## config.mk

```make
export PLATFORM = sky130hd
export DESIGN_NAME = icache_req_stage
export DESIGN_NICKNAME = d
export VERILOG_FILES = /design/src/source/icache_pkg.sv /design/src/source/icache_req_stage.sv
export SDC_FILE = /design/constraint.sdc
export NUM_CORES = 1
export LEC_CHECK = 0
export ABC_AREA = 1
export ABC_CLOCK_PERIOD_IN_PS = 1900
export CORE_UTILIZATION = 55
export DETAILED_ROUTE_END_ITERATION = 12
export DONT_BUFFER_PORTS = 1
export PLACE_DENSITY = 0.7
export SYNTH_ARGS = -nofsm -noshare
export SYNTH_HDL_FRONTEND = slang
export SYNTH_SLANG_ARGS = --single-unit
export TNS_END_PERCENT = 10
```

## constraint.sdc

```tcl
create_clock -name clk -period 1.9 [get_ports clk]
set_input_delay 0.38 -clock clk [delete_from_list [all_inputs] [get_ports clk]]
set_output_delay 0.38 -clock clk [all_outputs]
set_load 0.05 [all_outputs]
```

## src/source/icache_pkg.sv

```systemverilog
`default_nettype none

package icache_pkg;

  // cache geometry: 128 lines of 16 words, direct mapped
  localparam int LINE_WORDS = 16;
  localparam int NUM_LINES  = 128;

  // byte address and instruction word
  typedef logic [31:0] addr_t;
  typedef logic [31:0] word_t;

  // address fields: tag 31:13, index 12:6, word 5:2
  typedef logic [18:0] tag_t;
  typedef logic [6:0]  index_t;
  typedef logic [3:0]  word_sel_t;

  // refill beat number and burst length code
  typedef logic [3:0] beat_t;
  typedef logic [7:0] burst_len_t;

  // length code 15 means 16 beats, one whole line
  localparam burst_len_t BURST_LEN = 8'd15;

  // registered fetch request, 33 bits
  typedef struct packed {
    tag_t       tag;
    index_t     index;
    word_sel_t  word_sel;
    logic [1:0] byte_sel;
    logic       uncached;
  } req_fields_t;

  // memory read request, 40 bits
  typedef struct packed {
    addr_t      addr;
    burst_len_t len;
  } mem_req_t;

  // controller states
  typedef enum logic [2:0] {
    IDLE,
    LOOKUP,
    REFILL,
    UNCACHED,
    UNC_RESP
  } ctrl_state_t;

endpackage

`default_nettype wire

```

## src/source/icache_req_stage.sv

```systemverilog
`default_nettype none

module icache_req_stage #(
  parameter icache_pkg::addr_t UNCACHED_BASE = 32'hA000_0000
) (
  input  wire                     clk,
  input  wire                     rst,
  input  icache_pkg::addr_t       fetch_addr_i,
  input  wire                     capture_i,
  output icache_pkg::req_fields_t req_o
);

  import icache_pkg::*;

  req_fields_t req_d;
  req_fields_t req_q;

  // split address into tag, index and offset
  always_comb begin
    {req_d.tag, req_d.index, req_d.word_sel, req_d.byte_sel} = fetch_addr_i;
    // everything from the boundary up bypasses the cache
    req_d.uncached = (fetch_addr_i >= UNCACHED_BASE);
  end

  // held until the controller takes the next fetch
  always_ff @(posedge clk) begin
    if (rst) begin
      req_q <= '0;
    end else if (capture_i) begin
      req_q <= req_d;
    end
  end

  assign req_o = req_q;

endmodule

`default_nettype wire

```

==> results.ini <==
[cells_and_area]
mostFrequentLayoutCells = 61 x nor2_1, 33 x dfxtp_1, 27 x o21ai_1
diodes = 0
final_nets = 180
drive_gt1_frac = 0.0685
area_growth_pct = -0.935
final_cells = 173
largest_reg_flops = 33
design_area_um2 = 1190
final_common_cell = nor2_1

[die]
num_io_pins = 68
dieHeight_um = 48.8
fp.coreArea_um2 = 2000
initial_core_util = 0.602
die-area_um2 = 2380
die_x_um = 48.8
rows = 16

[sta]
rsz0062_at_grt = false
fin_worst_skew_ns = 0
slew_headroom = 0.636
slew_violations = 0
period_needed_ns = 1.37
setup_tns_ns = 0
hold_violations = 0
fmax_ghz = 0.728
worst_slew_pin_slew_ns = 0.546
setup_viol = 0
finalCritPeriodShare = 0.723
hold_ws_ns = 0.110

[setup_path]
cp.arrival_ns = 0.99
endpoint_kind = primary output
crit_path_max_fanout = 2
critPathRequiredTime_ns = 1.52
r2r-start = req_o[30]
worstSetupStartpoint = req_o[25]
crit_type = flop to primary output
cp-start-kind = flop

[global_routing]
grt_pass1_wl_mm = 3.62
grt_overflow = 0
antenna_found_initial = 0
grt_pass1_vias = 841
grt_max_degree = 38
grt_usage = 0.205

[yosys]
ys_ff_latch = 33
yosysUniqueCellTypes = 14
ys_seq_area_frac = 0.548
yosys_warnings = 0
syn_area_per_cell_um2 = 8.14
syn_nets = 183
netlist_instances = 148
netlist_area_um2 = 1200

[worst_hold_path]
min_path_type = input pin to flop
holdCritStartpoint = rst

[pwr]
power.total_w = 0.00137
power.leakage_nw = 0.514
ir_drop_mv = 0.700
powerDensity_nw_per_um2 = 1150

[outcome]
status = complete, no violations

[placement]
hpwlAfterDp_mm = 1.50
place_congestion = 0.663
io_buffers = 0
placed_cell_area_um2 = 1140
place_inst = 165

[clock_network]
cts_tree = done
clk_path_buf_depth = 2
cts-root-buf = clkbuf_4
cts_hold_buf = 0
cts.sinks = 33
path_clk_slew_ns = 0.09
numCtsBuffers = 5
cts_setup_buffers = 0
clock_latency_ns = 0.32
cts_resized = 0
h-tree-depth = 2

[detailed_routing]
vias = 926
first_pass_iters = 4
wl_per_cell_um = 12.9
wl_mm = 2.23
remaining_drc_errors = 0
ant_nets = 0
viasPerCell = 5.35
drt_iter0_drc = 10

[flow_run]
cap_viol_max_count = 0

==> worst register-to-register path: cells and delay by family (launching register included) <==
kind	cells	cell delay, ns
DFF	1	0.64
AOI/OAI and AO/OA	2	0.28
==> kinds of logic (layout without fill, tap and decap cells) <==
| logic type | count (synthesis) | count (layout) | synth area share |
|---|---|---|---|
| AOI/OAI and AO/OA | 33 | 33 | 0.140 |
| buffers and inverters | 15 | 13 | 0.0976 |
| DFF | 33 | 33 | 0.548 |
| and+or+nand+nor | 67 | 67 | 0.214 |
==> Yosys cell counts <==
cell type   n  area [µm²]
a21oi_1     1        5.00
nor2_1     61         229
buf_2       3        15.0
inv_1       3        11.3
o21ai_0     4        20.0
inv_2       1        3.75
nand3_1     1        5.00
nand2_2     2        12.5
nand2_1     3        11.3
o21ai_1    27         135
a21oi_2     1        8.76
dfxtp_1    33         661
buf_6       7        78.8
inv_6       1        8.76
==> per-stage QoR <==
step                       util  setup WS [ns]
after floorplan               -          0.903
after global placement    0.572          0.856
after detailed placement  0.572          0.806
after CTS                 0.596          0.518
after global routing      0.596          0.487
final                     0.596          0.526
==> final timing paths <==
check | slack, ns | to | cells past startpoint
setup reg to reg | 0.92 | req_o[30] | 2
setup / recovery | 0.53 | req_o[25] | 0
hold reg to reg | 0.72 | req_o[31] | 2
hold / removal | 0.11 | req_o[31] | 1
==> layer usage <==
layer,vias up,track usage,share of wire
li1,463,-,-
met5,-,0,0
met4,0,0.0882,0.014
met1,404,0.226,0.43
met3,5,0.118,0.12
met2,54,0.322,0.44
==> final cells by class <==
type / instances / area, µm²
sequential: 33 / 661
multi-input combinational: 100 / 427
tap: 27 / 33.8
clock buffer: 8 / 48.8
fill: 202 / 808
inverter: 5 / 23.8
==> power breakdown <==
| group | internal, W | switching [W] |
|---|---|---|
| Clock | 0.000147 | 0.000206 |
| Sequential | 0.000739 | 0.000198 |
| Combinational | 0.0000329 | 0.0000497 |
| Total | 0.000920 | 0.000454 |
Note: power is estimated with default switching activity, not from simulation.
