`config.mk`:
```
export PLATFORM = sky130hd
export DESIGN_NAME = icache_mem_port
export DESIGN_NICKNAME = d
export VERILOG_FILES = /design/src/source/icache_pkg.sv /design/src/source/icache_mem_port.sv
export SDC_FILE = /design/constraint.sdc
export NUM_CORES = 1
export LEC_CHECK = 0
export ABC_AREA = 1
export CAP_MARGIN = 20
export CORE_UTILIZATION = 35
export CTS_BUF_LIST = sky130_fd_sc_hd__clkbuf_16
export CTS_CLUSTER_DIAMETER = 150
export DETAILED_ROUTE_END_ITERATION = 10
export DONT_BUFFER_PORTS = 1
export SLEW_MARGIN = 20
export SYNTH_ARGS = -nofsm -noshare
export SYNTH_HDL_FRONTEND = slang
export SYNTH_SLANG_ARGS = --single-unit
```
`constraint.sdc`:
```
create_clock -name clk -period 2.65 [get_ports clk]
set_clock_uncertainty 0.2 [all_clocks]
set_input_delay 0.3975 -clock clk [delete_from_list [all_inputs] [get_ports clk]]
set_output_delay 0.3975 -clock clk [all_outputs]
set_load 0.02 [all_outputs]
```
`src/source/icache_pkg.sv`:
```
`default_nettype none

package icache_pkg;

  // cache geometry: 128 lines of 16 words, direct mapped
  localparam int LINE_WORDS = 16;
  localparam int NUM_LINES  = 128;

  // byte address and instruction word
  typedef logic [31:0] addr_t;
  typedef logic [31:0] word_t;

  // address fields: tag 31:13, index 12:6, word 5:2
  typedef logic [18:0] tag_t;
  typedef logic [6:0]  index_t;
  typedef logic [3:0]  word_sel_t;

  // refill beat number and burst length code
  typedef logic [3:0] beat_t;
  typedef logic [7:0] burst_len_t;

  // length code 15 means 16 beats, one whole line
  localparam burst_len_t BURST_LEN = 8'd15;

  // registered fetch request, 33 bits
  typedef struct packed {
    tag_t       tag;
    index_t     index;
    word_sel_t  word_sel;
    logic [1:0] byte_sel;
    logic       uncached;
  } req_fields_t;

  // memory read request, 40 bits
  typedef struct packed {
    addr_t      addr;
    burst_len_t len;
  } mem_req_t;

  // controller states
  typedef enum logic [2:0] {
    IDLE,
    LOOKUP,
    REFILL,
    UNCACHED,
    UNC_RESP
  } ctrl_state_t;

endpackage

`default_nettype wire

```
`src/source/icache_mem_port.sv`:
```
`default_nettype none

module icache_mem_port (
  input  wire                     clk,
  input  wire                     rst,
  input  icache_pkg::req_fields_t req_i,
  input  wire                     start_refill_i,
  input  wire                     start_uncached_i,
  input  wire                     mem_rvalid_i,
  input  icache_pkg::word_t       mem_rdata_i,
  output icache_pkg::mem_req_t    mem_req_o,
  output logic                    mem_req_valid_o,
  output logic                    beat_we_o,
  output icache_pkg::beat_t       beat_sel_o,
  output icache_pkg::word_t       uncached_word_o,
  output logic                    refill_done_o,
  output logic                    uncached_done_o
);

  import icache_pkg::*;

  // last beat number of a line refill
  localparam beat_t LAST_BEAT = beat_t'(BURST_LEN);

  mem_req_t mem_req_q;
  logic     req_valid_q;
  logic     refill_q;
  beat_t    beat_q;
  word_t    unc_word_q;
  logic     beat;

  // a beat is any cycle with request and data valid together
  assign beat = req_valid_q && mem_rvalid_i;

  always_ff @(posedge clk) begin
    if (rst) begin
      req_valid_q <= 1'b0;
      refill_q    <= 1'b0;
      beat_q      <= '0;
    end else if (start_refill_i || start_uncached_i) begin
      req_valid_q <= 1'b1;
      refill_q    <= start_refill_i;
      beat_q      <= '0;
    end else if (beat) begin
      if (!refill_q || beat_q == LAST_BEAT) begin
        // drops the cycle after the last beat
        req_valid_q <= 1'b0;
      end else begin
        beat_q <= beat_q + 1'b1;
      end
    end
  end

  // request stays put while valid
  always_ff @(posedge clk) begin
    if (start_refill_i) begin
      // line aligned, 16 beats
      mem_req_q.addr <= {req_i.tag, req_i.index, 6'b0};
      mem_req_q.len  <= BURST_LEN;
    end else if (start_uncached_i) begin
      // exact address, single beat
      mem_req_q.addr <= {req_i.tag, req_i.index, req_i.word_sel, req_i.byte_sel};
      mem_req_q.len  <= '0;
    end
  end

  // bypass word held for the response cycle
  always_ff @(posedge clk) begin
    if (beat && !refill_q) begin
      unc_word_q <= mem_rdata_i;
    end
  end

  assign mem_req_o       = mem_req_q;
  assign mem_req_valid_o = req_valid_q;
  assign uncached_word_o = unc_word_q;

  // refill write strobe, beat number picks the word
  assign beat_we_o       = beat && refill_q;
  assign beat_sel_o      = beat_q;
  assign refill_done_o   = beat_we_o && (beat_q == LAST_BEAT);
  assign uncached_done_o = beat && !refill_q;

endmodule

`default_nettype wire

```
==> impl_metrics.csv <==
group,metric,value,unit
run_status,status,"completed",
sta,finalHoldViolCount,0,
clock_tree,cts_max_path_buffers,2,
final_layout,stdcell_area,3306,um^2
pwr,p_sw_share,22.31,%
setup_path,path_class,"reg -> out",
clock_tree,cts_tree,"yes",
drt,finalWirelength,4805,um
clock_tree,cts.htree.levels,3,
global_route,grt_pass1_vias,1452,
clock_tree,cts_sinks,71,
pwr,peakVddDrop,344.8,uV
setup_path,critical-path-max-stage-delay,0.53,ns
die,start_util,37.17,%
sta,maxSlewHeadroom,46.30,%
global_route,grt_overflow,0,
die,dieArea,7722,um^2
setup_path,worst-path-stages,3,
logic_synthesis,yosys_warnings,0,
place,place.port_buffers,0,
logic_synthesis,synth_area,2581,um^2
drt,wl_per_cell,14.43,um
min_path,min_path_type,"in -> reg",
sta,tightest_slew,0.8045,ns
place,finalWeightedCongestion,0.6433,
clock_tree,worst_skew_pair.late_latency,0.32,ns
die,fp.coreArea,6944,um^2
clock_tree,cts-root-buf,"clkbuf_16",
sta,max_freq,461.1,MHz
sta,setup_viol,0,
drt,avgViaCountPerCell,4.405,
setup_path,setup.worst_path.start_class,"flip-flop",
final_layout,area.growth.synth_to_final,28.07,%
logic_synthesis,ys_ff_latch,71,
final_layout,layout_common_cells,"58 x edfxtp_1, 39 x nor2_1, 33 x dlygate4sd3_1, 32 x inv_1, 15 x nand2_1",
logic_synthesis,ys_seq_area_share,77.56,%
drt,firstDrtPassIters,4,
setup_path,arrival,1.57,ns
pwr,powerDensity,844.4,nW/um^2
setup_path,slowest_stage,"dfxtp_1",
drt,ant_nets,0,
setup_path,cp-end-kind,"output port",
clock_tree,cts_made_buffers,9,
die,rows,30,
pwr,total_power,2.791,mW
sta,fin_crit,2.169,ns
pwr,p_comb_share,4.1,%
logic_synthesis,avgSynthCellArea,13.37,um^2
pwr,power.share.sequential,50.5,%
die,die_w,87.88,um
final_layout,final_layout_size_suffix_gt1_share,11.81,%
sta,setup-tns-final,0,ns
logic_synthesis,ys_top_cells_by_area,"edfxtp_1 67%, dfxtp_1 10%, nor2_1 5.8%",
clock_tree,cts-hold-fix-buffers,33,
die,die_h,87.88,um
place,post-place-ws,0.8124,ns
clock_tree,clk_pin_slew,0.06,ns
drt,drt_iter0_drc,50,
die,io_pins,150,
pwr,p_leak,1.310,nW
sta,whs,0.01400,ns
setup_path,crit_family,"flip-flops",
place,dp_hpwl,3139,um
place,dpl-instance-area,2653,um^2
setup_path,crit_fanout,6,
clock_tree,cts_resized,0,
global_route,grt_max_degree,34,
global_route,track_usage,12.66,%
sta,grt_setup_unrepaired,"no",
sta,fin_ws,0.4813,ns
drt,routed-via-count,1467,
logic_synthesis,synth_top_cell_by_area,"edfxtp_1",
sta,period_share,81.84,%
final_layout,layout_commonest_cell,"edfxtp_1",
setup_path,path_cells,"ha_1, nand3_2, nor2_1",
clock_tree,postCtsSetupRepairBufs,0,
run,maxCapViolations,0,
logic_synthesis,syn_inst,193,
pwr,p_int,2.169,mW
setup_path,crit_buf_inv,0,
logic_synthesis,synth_top_area_share,67.47,%
setup_path,worst_r2r_path_depth,3,
final_layout,antenna_cells,0,
drt,drc_errors,0,
global_route,grt_pass1_wl,7058,um
logic_synthesis,synthDistinctLibCells,22,
setup_path,required,2.05,ns
logic_synthesis,synth-edff-count,58,
min_path,holdPathStages,2,
pwr,power_switching,622.7,uW
logic_synthesis,synth_top_flop_cell,"edfxtp_1",
sta,slew_viol_final,0,
logic_synthesis,async_flop_share,0,%
final_layout,finalNetCount,303,
pwr,clkPwrFrac,45.4,%
global_route,antenna_found_initial,0,
[synth_stat cells, types with 2 or more instances]
library cell  instances
edfxtp_1             58
nor2_1               40
inv_1                31
nand2_1              15
dfxtp_1              13
buf_4                 7
o21ai_0               7
a21oi_2               4
a21oi_1               2
buf_6                 2
inv_4                 2
nand3_1               2
[metrics by stage]
stage,instances,utilization [%]
final,333,47.60
after global routing,333,47.60
after CTS,333,47.60
after detailed placement,284,38.20
after global placement,284,38.20
after floorplan,196,-
[kinds of logic after synthesis]
logic type               after synthesis  synth area share (%)
flip-flops                            71                 77.56
AND/OR/NAND/NOR                       62                 10.03
buffers and inverters                 43                 8.046
AO/OA/AOI/OAI                         14                 3.393
XOR/XNOR                               1                0.3394
adder cells (fa/ha/maj)                1                0.4847
other                                  1                0.1453
[area by class of cell]
class	count	area, um^2
Timing Repair Buffer	34	337.8
Fill cell	636	3638
Inverter	34	132.6
Tap cell	96	120.1
Clock buffer	9	225.2
Clock inverter	7	97.59
Multi-Input combinational cell	82	390.4
Sequential cell	71	2002
[final timing paths]
path | to | slack [ns] | startpoint
hold / removal | mem_req_o[9] | 0.01 | req_i[2]
hold reg to reg | refill_q | 0.34 | refill_q
setup reg to reg | uncached_word_o[15] | 0.94 | mem_req_valid_o
setup / recovery | refill_done_o | 0.48 | beat_sel_o[0]
[per-layer routing]
| layer | routed length, um | vias up | part of all wire, % | GRT usage, % |
|---|---|---|---|---|
| li1 | - | 696 | - | - |
| met1 | 1801 | 663 | 37 | 13.71 |
| met2 | 2387 | 95 | 50 | 20.72 |
| met3 | 466 | 13 | 9.7 | 4.901 |
| met4 | 149 | 0 | 3.1 | 8.197 |
| met5 | 0 | - | 0 | 0 |
[state kept, by name, summed over array words and instances (netlist names)]
name and cells:
beat_sel_o 4, refill_q 1, uncached_word_o 32, mem_req_o 33, mem_req_valid_o 1
[power by group through the flow]
stage / Sequential (mW) / Combinational (mW) / Clock, mW
final: 1.41 / 0.114 / 1.27
after global routing: 1.42 / 0.129 / 1.35
after CTS: 1.41 / 0.116 / 1.30
after detailed placement: 1.43 / 0.0759 / 0
after global placement: 1.43 / 0.0734 / 0
after floorplan: 1.42 / 0.0764 / 0
Power figures use the tool's default switching activity.
