==> src/source/icache_pkg.sv <==
`default_nettype none

package icache_pkg;

  // cache geometry: 128 lines of 16 words, direct mapped
  localparam int LINE_WORDS = 16;
  localparam int NUM_LINES  = 128;

  // byte address and instruction word
  typedef logic [31:0] addr_t;
  typedef logic [31:0] word_t;

  // address fields: tag 31:13, index 12:6, word 5:2
  typedef logic [18:0] tag_t;
  typedef logic [6:0]  index_t;
  typedef logic [3:0]  word_sel_t;

  // refill beat number and burst length code
  typedef logic [3:0] beat_t;
  typedef logic [7:0] burst_len_t;

  // length code 15 means 16 beats, one whole line
  localparam burst_len_t BURST_LEN = 8'd15;

  // registered fetch request, 33 bits
  typedef struct packed {
    tag_t       tag;
    index_t     index;
    word_sel_t  word_sel;
    logic [1:0] byte_sel;
    logic       uncached;
  } req_fields_t;

  // memory read request, 40 bits
  typedef struct packed {
    addr_t      addr;
    burst_len_t len;
  } mem_req_t;

  // controller states
  typedef enum logic [2:0] {
    IDLE,
    LOOKUP,
    REFILL,
    UNCACHED,
    UNC_RESP
  } ctrl_state_t;

endpackage

`default_nettype wire

==> src/source/icache_ctrl.sv <==
`default_nettype none

module icache_ctrl (
  input  wire                     clk,
  input  wire                     rst,
  input  wire                     fetch_valid_i,
  input  icache_pkg::req_fields_t req_i,
  input  wire                     hit_i,
  input  wire                     refill_done_i,
  input  wire                     uncached_done_i,
  output logic                    capture_o,
  output logic                    start_refill_o,
  output logic                    start_uncached_o,
  output logic                    rdata_valid_o
);

  import icache_pkg::*;

  ctrl_state_t state_q;
  ctrl_state_t state_d;

  always_ff @(posedge clk) begin
    if (rst) begin
      state_q <= IDLE;
    end else begin
      state_q <= state_d;
    end
  end

  always_comb begin
    state_d          = state_q;
    capture_o        = 1'b0;
    start_refill_o   = 1'b0;
    start_uncached_o = 1'b0;
    rdata_valid_o    = 1'b0;
    case (state_q)
      IDLE: begin
        // take the held address, one fetch in flight at most
        if (fetch_valid_i) begin
          capture_o = 1'b1;
          state_d   = LOOKUP;
        end
      end
      LOOKUP: begin
        if (hit_i) begin
          // hit answers in this cycle
          rdata_valid_o = 1'b1;
          state_d       = IDLE;
        end else if (req_i.uncached) begin
          // single beat bypass read
          start_uncached_o = 1'b1;
          state_d          = UNCACHED;
        end else begin
          // cacheable miss, fetch whole line
          start_refill_o = 1'b1;
          state_d        = REFILL;
        end
      end
      REFILL: begin
        // back to idle, the held fetch is looked up again
        if (refill_done_i) begin
          state_d = IDLE;
        end
      end
      UNCACHED: begin
        // word lands in the mem port register at this edge
        if (uncached_done_i) begin
          state_d = UNC_RESP;
        end
      end
      UNC_RESP: begin
        rdata_valid_o = 1'b1;
        state_d       = IDLE;
      end
      default: begin
        state_d = IDLE;
      end
    endcase
  end

endmodule

`default_nettype wire

==> config.mk <==
export PLATFORM = sky130hd
export DESIGN_NAME = icache_ctrl
export DESIGN_NICKNAME = d
export VERILOG_FILES = /design/src/source/icache_pkg.sv /design/src/source/icache_ctrl.sv
export SDC_FILE = /design/constraint.sdc
export NUM_CORES = 1
export LEC_CHECK = 0
export BUFFER_PORTS_ARGS = -buffer_cell sky130_fd_sc_hd__buf_2
export CAP_MARGIN = 20
export CORE_AREA = 2 2 39 41
export DETAILED_ROUTE_END_ITERATION = 10
export DIE_AREA = 0 0 41 43
export GPL_TIMING_DRIVEN = 0
export HOLD_SLACK_MARGIN = 0.08
export PLACE_DENSITY = 0.6
export SYNTH_ARGS = -nofsm -noshare
export SYNTH_HDL_FRONTEND = slang
export SYNTH_SLANG_ARGS = --single-unit
==> constraint.sdc <==
create_clock -name clk -period 1.6 [get_ports clk]
set_input_delay 0.16 -clock clk [delete_from_list [all_inputs] [get_ports clk]]
set_output_delay 0.16 -clock clk [all_outputs]
set_load 0.02 [all_outputs]
==> flow_metrics.env, run 1 <==
export IMPL_status="finished, final reports clean"
export IMPL_seq_area_sq_um=60.1
export IMPL_drtIter0Drc=0
export IMPL_p_leak_nw=0.132
export IMPL_fmax_mhz=748
export IMPL_fin_area_sq_um=282
export IMPL_final_period_utilization_pct=83.6
export IMPL_nets=77
export IMPL_die_area_sq_um=1760
export IMPL_multi_input_area_sq_um=118
export IMPL_place_hpwl_microns=350
export IMPL_path_class="reg2out"
export IMPL_dr_pass1_iters=1
export IMPL_rr_worst_depth=3
export IMPL_synth_top_area_cell="dfxtp_1"
export IMPL_required_ns=1.44
export IMPL_io_pins=43
export IMPL_detailedPlace_worstSlack_ns=0.503
export IMPL_drive_gt1_share_pct=40.5
export IMPL_synth_area_sq_um=185
export IMPL_grt_pass1_vias=218
export IMPL_ys_ff_latch=3
export IMPL_startpoint_type="register"
export IMPL_n_fill_cell=167
export IMPL_worst_ep_arrival_time_ns=1.18
export IMPL_setup_violations_final=0
export IMPL_syn_nets=62
export IMPL_grt_pass1_wl_microns=703
export IMPL_rsz0062_at_grt="false"
export IMPL_min_path_type="in2reg"
export IMPL_r2r_end="state_q[0]"
export IMPL_clock_sinks=3
export IMPL_ys_seq_area_share_pct=32.4
export IMPL_cp_max_fo=5
export IMPL_die_width_microns=41
export IMPL_cts_tree="done"
export IMPL_track_usage_pct=6.44
export IMPL_globalplace_congestion=0.604
export IMPL_setup_ws_ns=0.262
export IMPL_num_antenna_cells=0
export IMPL_numCtsBuffers=3
export IMPL_end_kind="output port"
export IMPL_mostFrequentLayoutCell="buf_2"
export IMPL_synth_cell_types=15
export IMPL_worst_pin_slew_ns=0.222
export IMPL_rrSetupSlack_ns=0.65
export IMPL_vias=206
export IMPL_top_register="state_q"
export IMPL_syn_area_per_cell_sq_um=8.05
export IMPL_ir_worst_vdd_uv=211
export IMPL_layout_area_overhead_vs_synth_pct=52.0
export IMPL_wl_per_cell_microns=8.15
export IMPL_placed_area_sq_um=255
export IMPL_cts_setup_buffers=0
export IMPL_hold_viol_final=0
export IMPL_yosys_warnings=0
export IMPL_p_per_area_nw_per_um2=971
export IMPL_layout_common_cells="buf_2 (10), nor2_1 (5), clkbuf_4 (3), dfxtp_1 (3)"
export IMPL_clock_path_buffers=2
export IMPL_ctsResizeCount=0
export IMPL_finalMaxSlewViolations=0
export IMPL_worstHoldPathCells=2
export IMPL_yosys_area_top_type_share_pct=32.4
export IMPL_skew_ns=0.0000617
export IMPL_io_buffers=10
export IMPL_vias_per_cell=3.89
export IMPL_drc=0
export IMPL_fp_dieH_microns=43
export IMPL_worstHoldStart="rst"
export IMPL_relSlewSlack_pct=85.0
export IMPL_min_to="state_q[0]"
export IMPL_maxCapViolCount=0
export IMPL_reg2reg_from="state_q[0]"
export IMPL_routed_wl_microns=432
export IMPL_start_util_pct=13.4
export IMPL_cts_hold_buffers=0
export IMPL_fin_hold_ws_ns=0.133
export IMPL_synthTopCellsByArea="dfxtp_1 (32%), nor2_1 (10%), a221oi_2 (8.1%), a21oi_1 (5.4%), and3b_2 (5.4%)"
export IMPL_synth_cells=23
export IMPL_clock_latency_ns=0.23
export IMPL_tns_ns=0
export IMPL_ant_nets=0
export IMPL_clk_root_buffer_cell="clkbuf_4"
export IMPL_grt_max_degree=7
export IMPL_finalPower_uw=273
export IMPL_period_needed_ns=1.34
export IMPL_core_sq_um=1380
export IMPL_h_tree_depth=1
export IMPL_rows=14
export IMPL_clk_pin_slew_ns=0.04
export IMPL_grt_overflow=0
export IMPL_top_regs="state_q: 3 flops"
export IMPL_antenna_found_initial=0
export IMPL_largest_reg_flops=3
[stage by stage]
stage,std cells,util (%)
2_1_floorplan,23,-
6_report,53,20.3
5_1_grt,53,20.3
3_5_place_dp,49,18.4
4_1_cts,53,20.3
3_3_place_gp,49,18.4
[routing by layer]
layer / up-vias / share of wire (%) / GRT usage [%]
met3: 0 / 10 / 3.14
met2: 5 / 52 / 9.38
met5: - / 0 / 0
met1: 90 / 38 / 5.18
met4: 0 / 0 / 8.00
li1: 111 / - / -
[cells by family (layout without fill, tap and decap cells)]
| logic type | Yosys count | in the layout | synth area share, % |
|---|---|---|---|
| compound gates | 4 | 4 | 16.2 |
| simple gates | 13 | 13 | 41.9 |
| mux | 1 | 1 | 5.41 |
| flops | 3 | 3 | 32.4 |
| buf+inv | 2 | 16 | 4.06 |
[layout make-up]
class / count / share of cell area (%)
clock buffer: 4 / 9.33
inverter: 2 / 2.67
multi-input combinational: 18 / 41.8
sequential: 3 / 21.3
tap: 16 / 7.11
timing repair buffer: 10 / 17.8
[synth_stat cells]
cell	number
a221oi_2	1
a21oi_1	2
mux2i_1	1
nor4b_1	1
nand2_1	1
nor2b_1	1
nand3b_1	1
inv_1	2
or2b_1	1
nor2_1	5
and3_1	1
o21ai_1	1
dfxtp_1	3
and3b_2	1
nand4b_1	1
[where the power goes]
group | internal [mW] | switching (mW) | total, mW
registers | 0.0802 | 0.00658 | 0.0868
logic | 0.0255 | 0.0304 | 0.0559
clock network | 0.0933 | 0.0373 | 0.131
total | 0.199 | 0.0742 | 0.273
[how the worst max path moves through the flow]
stage	from	end	slack (ns)	cells after the start
2_1_floorplan	state_q[1]	start_refill_o	0.55	3
3_3_place_gp	state_q[1]	start_uncached_o	0.52	4
3_5_place_dp	state_q[1]	start_refill_o	0.50	4
4_1_cts	state_q[1]	start_refill_o	0.25	4
5_1_grt	state_q[2]	rdata_valid_o	0.16	4
6_report	state_q[1]	start_refill_o	0.26	4
[worst max-delay path: stages, from the launching register on]
cell and delay (ns):
dfxtp_1 0.34, nor2_1 0.18, nand3b_1 0.16, nor2_1 0.11, buf_2 0.17
(Power assumes the default switching activity.)
==> run 2: changes to the inputs <==
==> constraint.sdc (replaced) <==
create_clock -name clk -period 1.4 [get_ports clk]
set_input_delay 0.14 -clock clk [delete_from_list [all_inputs] [get_ports clk]]
set_output_delay 0.14 -clock clk [all_outputs]
set_load 0.02 [all_outputs]
==> run 2 against run 1 <==
Final area increased by 1.3%. Sequential share of layout area increased by 0.16 points. Critical path depth unchanged. Via count unchanged. Cell count unchanged. First-iteration DRC count increased by 1. Global-route usage unchanged. Critical path type unchanged. Critical endpoint unchanged. Largest cell class unchanged.
==> flow_metrics.env, run 2 (synthesis gave the netlist of run 1 again) <==
export IMPL_setup_violations_final=0
export IMPL_nets=77
export IMPL_num_antenna_cells=0
export IMPL_grt_pass1_vias=218
export IMPL_drive_gt1_share_pct=45.9
export IMPL_end_kind="output port"
export IMPL_layout_common_cells="buf_2 (10), nor2_1 (4), clkbuf_4 (3)"
export IMPL_top_register="state_q"
export IMPL_finalMaxSlewViolations=0
export IMPL_clk_root_buffer_cell="clkbuf_4"
export IMPL_worst_ep_arrival_time_ns=1.14
export IMPL_period_needed_ns=1.28
export IMPL_grt_pass1_wl_microns=703
export IMPL_layout_area_overhead_vs_synth_pct=54.1
export IMPL_min_path_type="in2reg"
export IMPL_io_pins=43
export IMPL_drc=0
export IMPL_die_area_sq_um=1760
export IMPL_cp_max_fo=5
export IMPL_cts_tree="done"
export IMPL_rsz0062_at_grt="false"
export IMPL_clock_path_buffers=2
export IMPL_met1_usage_pct=5.18
export IMPL_core_sq_um=1380
export IMPL_vias_per_cell=3.89
export IMPL_start_util_pct=13.4
export IMPL_p_per_area_nw_per_um2=1100
export IMPL_hold_viol_final=0
export IMPL_routed_wl_microns=434
export IMPL_dr_pass1_iters=2
export IMPL_cts_setup_buffers=0
export IMPL_io_buffers=10
export IMPL_globalplace_congestion=0.604
export IMPL_numCtsBuffers=3
export IMPL_worst_pin_slew_ns=0.224
export IMPL_finalPower_uw=313
export IMPL_grt_overflow=0
export IMPL_maxCapViolCount=0
export IMPL_grt_max_degree=7
export IMPL_tns_ns=0
export IMPL_rows=14
export IMPL_place_hpwl_microns=350
export IMPL_relSlewSlack_pct=84.9
export IMPL_top_usage_layer="met2"
export IMPL_die_width_microns=41
export IMPL_clock_sinks=3
export IMPL_antenna_found_initial=0
export IMPL_required_ns=1.26
export IMPL_startpoint_type="register"
export IMPL_cts_hold_buffers=0
export IMPL_grt_use_met3_pct=3.14
export IMPL_use_met2_pct=9.38
export IMPL_ant_nets=0
export IMPL_mostFrequentLayoutCell="buf_2"
export IMPL_wl_per_cell_microns=8.19
export IMPL_fp_dieH_microns=43
export IMPL_drtIter0Drc=1
export IMPL_clk_pin_slew_ns=0.04
export IMPL_p_leak_nw=0.134
export IMPL_largest_reg_flops=3
export IMPL_ir_worst_vdd_uv=242
export IMPL_track_usage_pct=6.44
export IMPL_fmax_mhz=781
export IMPL_skew_ns=0.0000617
export IMPL_top_regs="state_q: 3 flops"
export IMPL_path_class="reg2out"
export IMPL_vias=206
export IMPL_clock_latency_ns=0.23
export IMPL_status="finished, final reports clean"
export IMPL_h_tree_depth=1
export IMPL_final_period_utilization_pct=91.5
==> run 2: what timing repair did <==
| action | CTS | global route |
|---|---|---|
| hold endpoints to repair | 0 | 0 |
| resized for setup | 0 | 2 |
| endpoints found under the setup margin | 0 | 2 |
==> run 2: report_power, final <==
group	total (mW)	switching (mW)	leakage, nW	internal, mW
sequential	0.0997	0.00797	0.0250	0.0917
clock	0.149	0.0426	0.0150	0.107
combinational	0.0640	0.0344	0.0937	0.0296
==> run 2: area by class of cell <==
class                   instances  area (sq um)
multi-input cells              18           120
well taps                      16          20.0
fillers                       168          1100
flip-flops and latches          3          61.3
repair buffers                 10          50.0
clock buffers                   4          26.3
inverters                       2          7.51
==> run 2: worst paths after layout <==
check | from | to | slack [ns] | cells past startpoint
max reg2reg | state_q[0] | state_q[0] | 0.44 | 3
min | rst | state_q[0] | 0.11 | 2
min reg2reg | state_q[2] | state_q[2] | 0.46 | 1
max | state_q[1] | start_refill_o | 0.12 | 4
==> run 2: per-stage QoR <==
| stage | utilization (%) | std cells | worst slack, ns | instance area, sq um | hold slack (ns) |
|---|---|---|---|---|---|
| global route | 20.6 | 53 | 0.0253 | 285 | 0.117 |
| detailed placement | 18.4 | 49 | 0.323 | 255 | 0.351 |
| global placement | 18.4 | 49 | 0.337 | 255 | 0.346 |
| floorplan | - | 23 | 0.373 | 185 | 0.206 |
| finish | 20.6 | 53 | 0.120 | 285 | 0.113 |
| CTS | 20.3 | 53 | 0.0682 | 282 | 0.107 |
==> run 2: critical path: stages (launching register included) <==
cell	delay, ns
dfxtp_1	0.35
nor2_2	0.15
nand3b_1	0.14
nor2_1	0.11
buf_2	0.17
==> run 2: per-layer routing <==
layer | part of all wire (%) | up-vias | wire length (microns)
met5 | 0 | - | 0
met4 | 0 | 0 | 0
met3 | 10 | 0 | 44
met2 | 52 | 5 | 227
met1 | 37 | 90 | 162
li1 | - | 111 | -
==> run 3: changes to the inputs <==
--- a/config.mk
+++ b/config.mk
@@ -8,11 +8,11 @@
 export BUFFER_PORTS_ARGS = -buffer_cell sky130_fd_sc_hd__buf_2
 export CAP_MARGIN = 20
 export CORE_AREA = 2 2 39 41
+export CTS_CLUSTER_DIAMETER = 50
 export DETAILED_ROUTE_END_ITERATION = 10
 export DIE_AREA = 0 0 41 43
 export GPL_TIMING_DRIVEN = 0
 export HOLD_SLACK_MARGIN = 0.08
-export PLACE_DENSITY = 0.6
 export SYNTH_ARGS = -nofsm -noshare
 export SYNTH_HDL_FRONTEND = slang
 export SYNTH_SLANG_ARGS = --single-unit
==> constraint.sdc (replaced) <==
create_clock -name clk -period 1.2 [get_ports clk]
set_input_delay 0.12 -clock clk [delete_from_list [all_inputs] [get_ports clk]]
set_output_delay 0.12 -clock clk [all_outputs]
set_load 0.02 [all_outputs]
==> run 3 against run 2 <==
The run now ends with negative setup slack left. Worst setup slack lost 0.13 ns. Largest power group unchanged. Worst hold slack lost 0.026 ns. Sequential power grew 17%. Sequential cell count is the same. Total power grew 21%. Critical path type unchanged. Global-route usage grew 0.60 points. Core utilization grew 4.0 points.
==> flow_metrics.env, run 3 (synthesis gave the netlist of run 1 again) <==
export IMPL_status="complete, but fails checks"
export IMPL_violations="negative setup slack"
export IMPL_layout_area_overhead_vs_synth_pct=83.8
export IMPL_worst_pin_slew_ns=0.234
export IMPL_p_per_area_nw_per_um2=1120
export IMPL_ant_nets=0
export IMPL_h_tree_depth=1
export IMPL_top_register="state_q"
export IMPL_grt_max_degree=7
export IMPL_clock_sinks=3
export IMPL_vias=229
export IMPL_dp_cells=49
export IMPL_setup_ws_ns=-0.0116
export IMPL_min_path_type="in2reg"
export IMPL_p_seq_share_pct=30.7
export IMPL_path_cells="and3b_2, a21oi_2, nor2_1, buf_4"
export IMPL_die_width_microns=41
export IMPL_largest_reg_flops=3
export IMPL_grt_pass1_wl_microns=779
export IMPL_p_switching_uw=104
export IMPL_skew_ns=0.000547
export IMPL_drtIter0Drc=3
export IMPL_cts_tree="done"
export IMPL_io_buffers=10
export IMPL_required_ns=1.08
export IMPL_layout_common_cells="buf_2 (7), buf_4 (7), nor2_1 (4), clkbuf_4 (3)"
export IMPL_startpoint_type="register"
export IMPL_drive_gt1_share_pct=61.0
export IMPL_final_period_utilization_pct=101
export IMPL_drc=0
export IMPL_clk_pin_slew_ns=0.04
export IMPL_p_leak_nw=0.157
export IMPL_clock_latency_ns=0.23
export IMPL_top_regs="state_q: 3 flops"
export IMPL_p_int_uw=276
export IMPL_post_layout_nonfiller_instances=57
export IMPL_period_needed_ns=1.21
export IMPL_fmax_mhz=825
export IMPL_slowest_stage="dfxtp_4"
export IMPL_start_util_pct=13.4
export IMPL_vias_per_cell=4.02
export IMPL_cp_max_fo=4
export IMPL_grt_pass1_vias=235
export IMPL_slowest_delay_ns=0.36
export IMPL_antenna_found_initial=0
export IMPL_clk_root_buffer_cell="clkbuf_4"
export IMPL_hold_viol_final=0
export IMPL_end_kind="output port"
export IMPL_routed_wl_microns=492
export IMPL_fin_hold_ws_ns=0.0875
export IMPL_path_class="reg2out"
export IMPL_rsz0062_at_grt="true"
export IMPL_place_hpwl_microns=350
export IMPL_core_sq_um=1380
export IMPL_dr_pass1_iters=4
export IMPL_rows=14
export IMPL_numCtsBuffers=3
export IMPL_power_share_clock_pct=45.6
export IMPL_grt_overflow=0
export IMPL_setup_violations_final=3
export IMPL_finalMaxSlewViolations=0
export IMPL_die_area_sq_um=1760
export IMPL_clock_path_buffers=2
export IMPL_worst_ep_arrival_time_ns=1.09
export IMPL_io_pins=43
export IMPL_track_usage_pct=7.04
export IMPL_globalplace_congestion=0.604
export IMPL_nets=81
export IMPL_pwr_share_comb_pct=23.7
export IMPL_relSlewSlack_pct=84.2
export IMPL_maxCapViolCount=0
export IMPL_fp_dieH_microns=43
export IMPL_num_antenna_cells=0
export IMPL_netSwitchingFraction_pct=27.4
export IMPL_wl_per_cell_microns=8.63
export IMPL_ir_worst_vdd_uv=284
-- run 3: cell types whose count changed in the layout (fill, tap and decap cells not counted) --
| cell | change |
|---|---|
| nor2_2 | -1 |
| dfxtp_4 | +1 |
| dfxtp_1 | -2 |
| buf_2 | -3 |
| dfxtp_2 | +1 |
| nor2_4 | +1 |
| a21oi_2 | +2 |
| buf_4 | +7 |
| a21oi_1 | -2 |
-- run 3: timing repair --
item / CTS / global route
setup endpoints to repair: 3 / 5
setup buffers: 4 / 1
hold buffers: 0 / 0
resized for setup: 9 / 2
pin swaps: 2 / 2
-- run 3: routing by layer --
layer  GRT usage [%]  vias to the layer above  share of wire, %
li1                -                      118                 -
met1            5.83                      106                36
met2            10.6                        5                55
met3            3.14                        0               8.7
met4            8.00                        0                 0
met5               0                        -                 0
-- run 3: worst paths after layout --
kind                    to        from  cells after the start  slack [ns]
min             state_q[1]         rst                      2        0.09
max          rdata_valid_o  state_q[2]                      4       -0.01
min reg2reg     state_q[2]  state_q[0]                      2        0.51
max reg2reg     state_q[1]  state_q[2]                      5        0.14
-- run 3: per-stage QoR --
| step | power (mW) | setup TNS [ns] | utilization, % | setup WS, ns | cell area, sq um |
|---|---|---|---|---|---|
| 3_3_place_gp | 0.191 | 0 | 18.4 | 0.157 | 255 |
| 2_1_floorplan | 0.165 | 0 | - | 0.193 | 185 |
| 3_5_place_dp | 0.192 | 0 | 18.4 | 0.143 | 255 |
| 5_1_grt | 0.400 | -0.141 | 24.6 | -0.0522 | 340 |
| 4_1_cts | 0.390 | -0.0613 | 24.2 | -0.0255 | 335 |
| 6_report | 0.380 | -0.0244 | 24.6 | -0.0116 | 340 |
-- run 3: final cells by class --
cell class | instances | area (sq um)
sequential | 3 | 66.3
tap | 16 | 20.0
multi-input combinational | 18 | 133
clock buffer | 4 | 26.3
inverter | 2 | 7.51
fill | 162 | 1040
timing repair buffer | 14 | 87.6
-- run 3: power by group through the flow --
stage               combinational, mW  sequential, mW  clock (mW)
detailed placement             0.0750           0.117           0
global placement               0.0743           0.117           0
finish                         0.0902           0.117       0.173
CTS                            0.0918           0.115       0.183
global route                   0.0990           0.118       0.183
floorplan                      0.0497           0.115           0
-- run 3: critical path, delay by kind of cell, from the launching register on --
family,cells,cell delay (ns)
compound gates,1,0.09
buf+inv,1,0.15
flops,1,0.36
simple gates,2,0.26
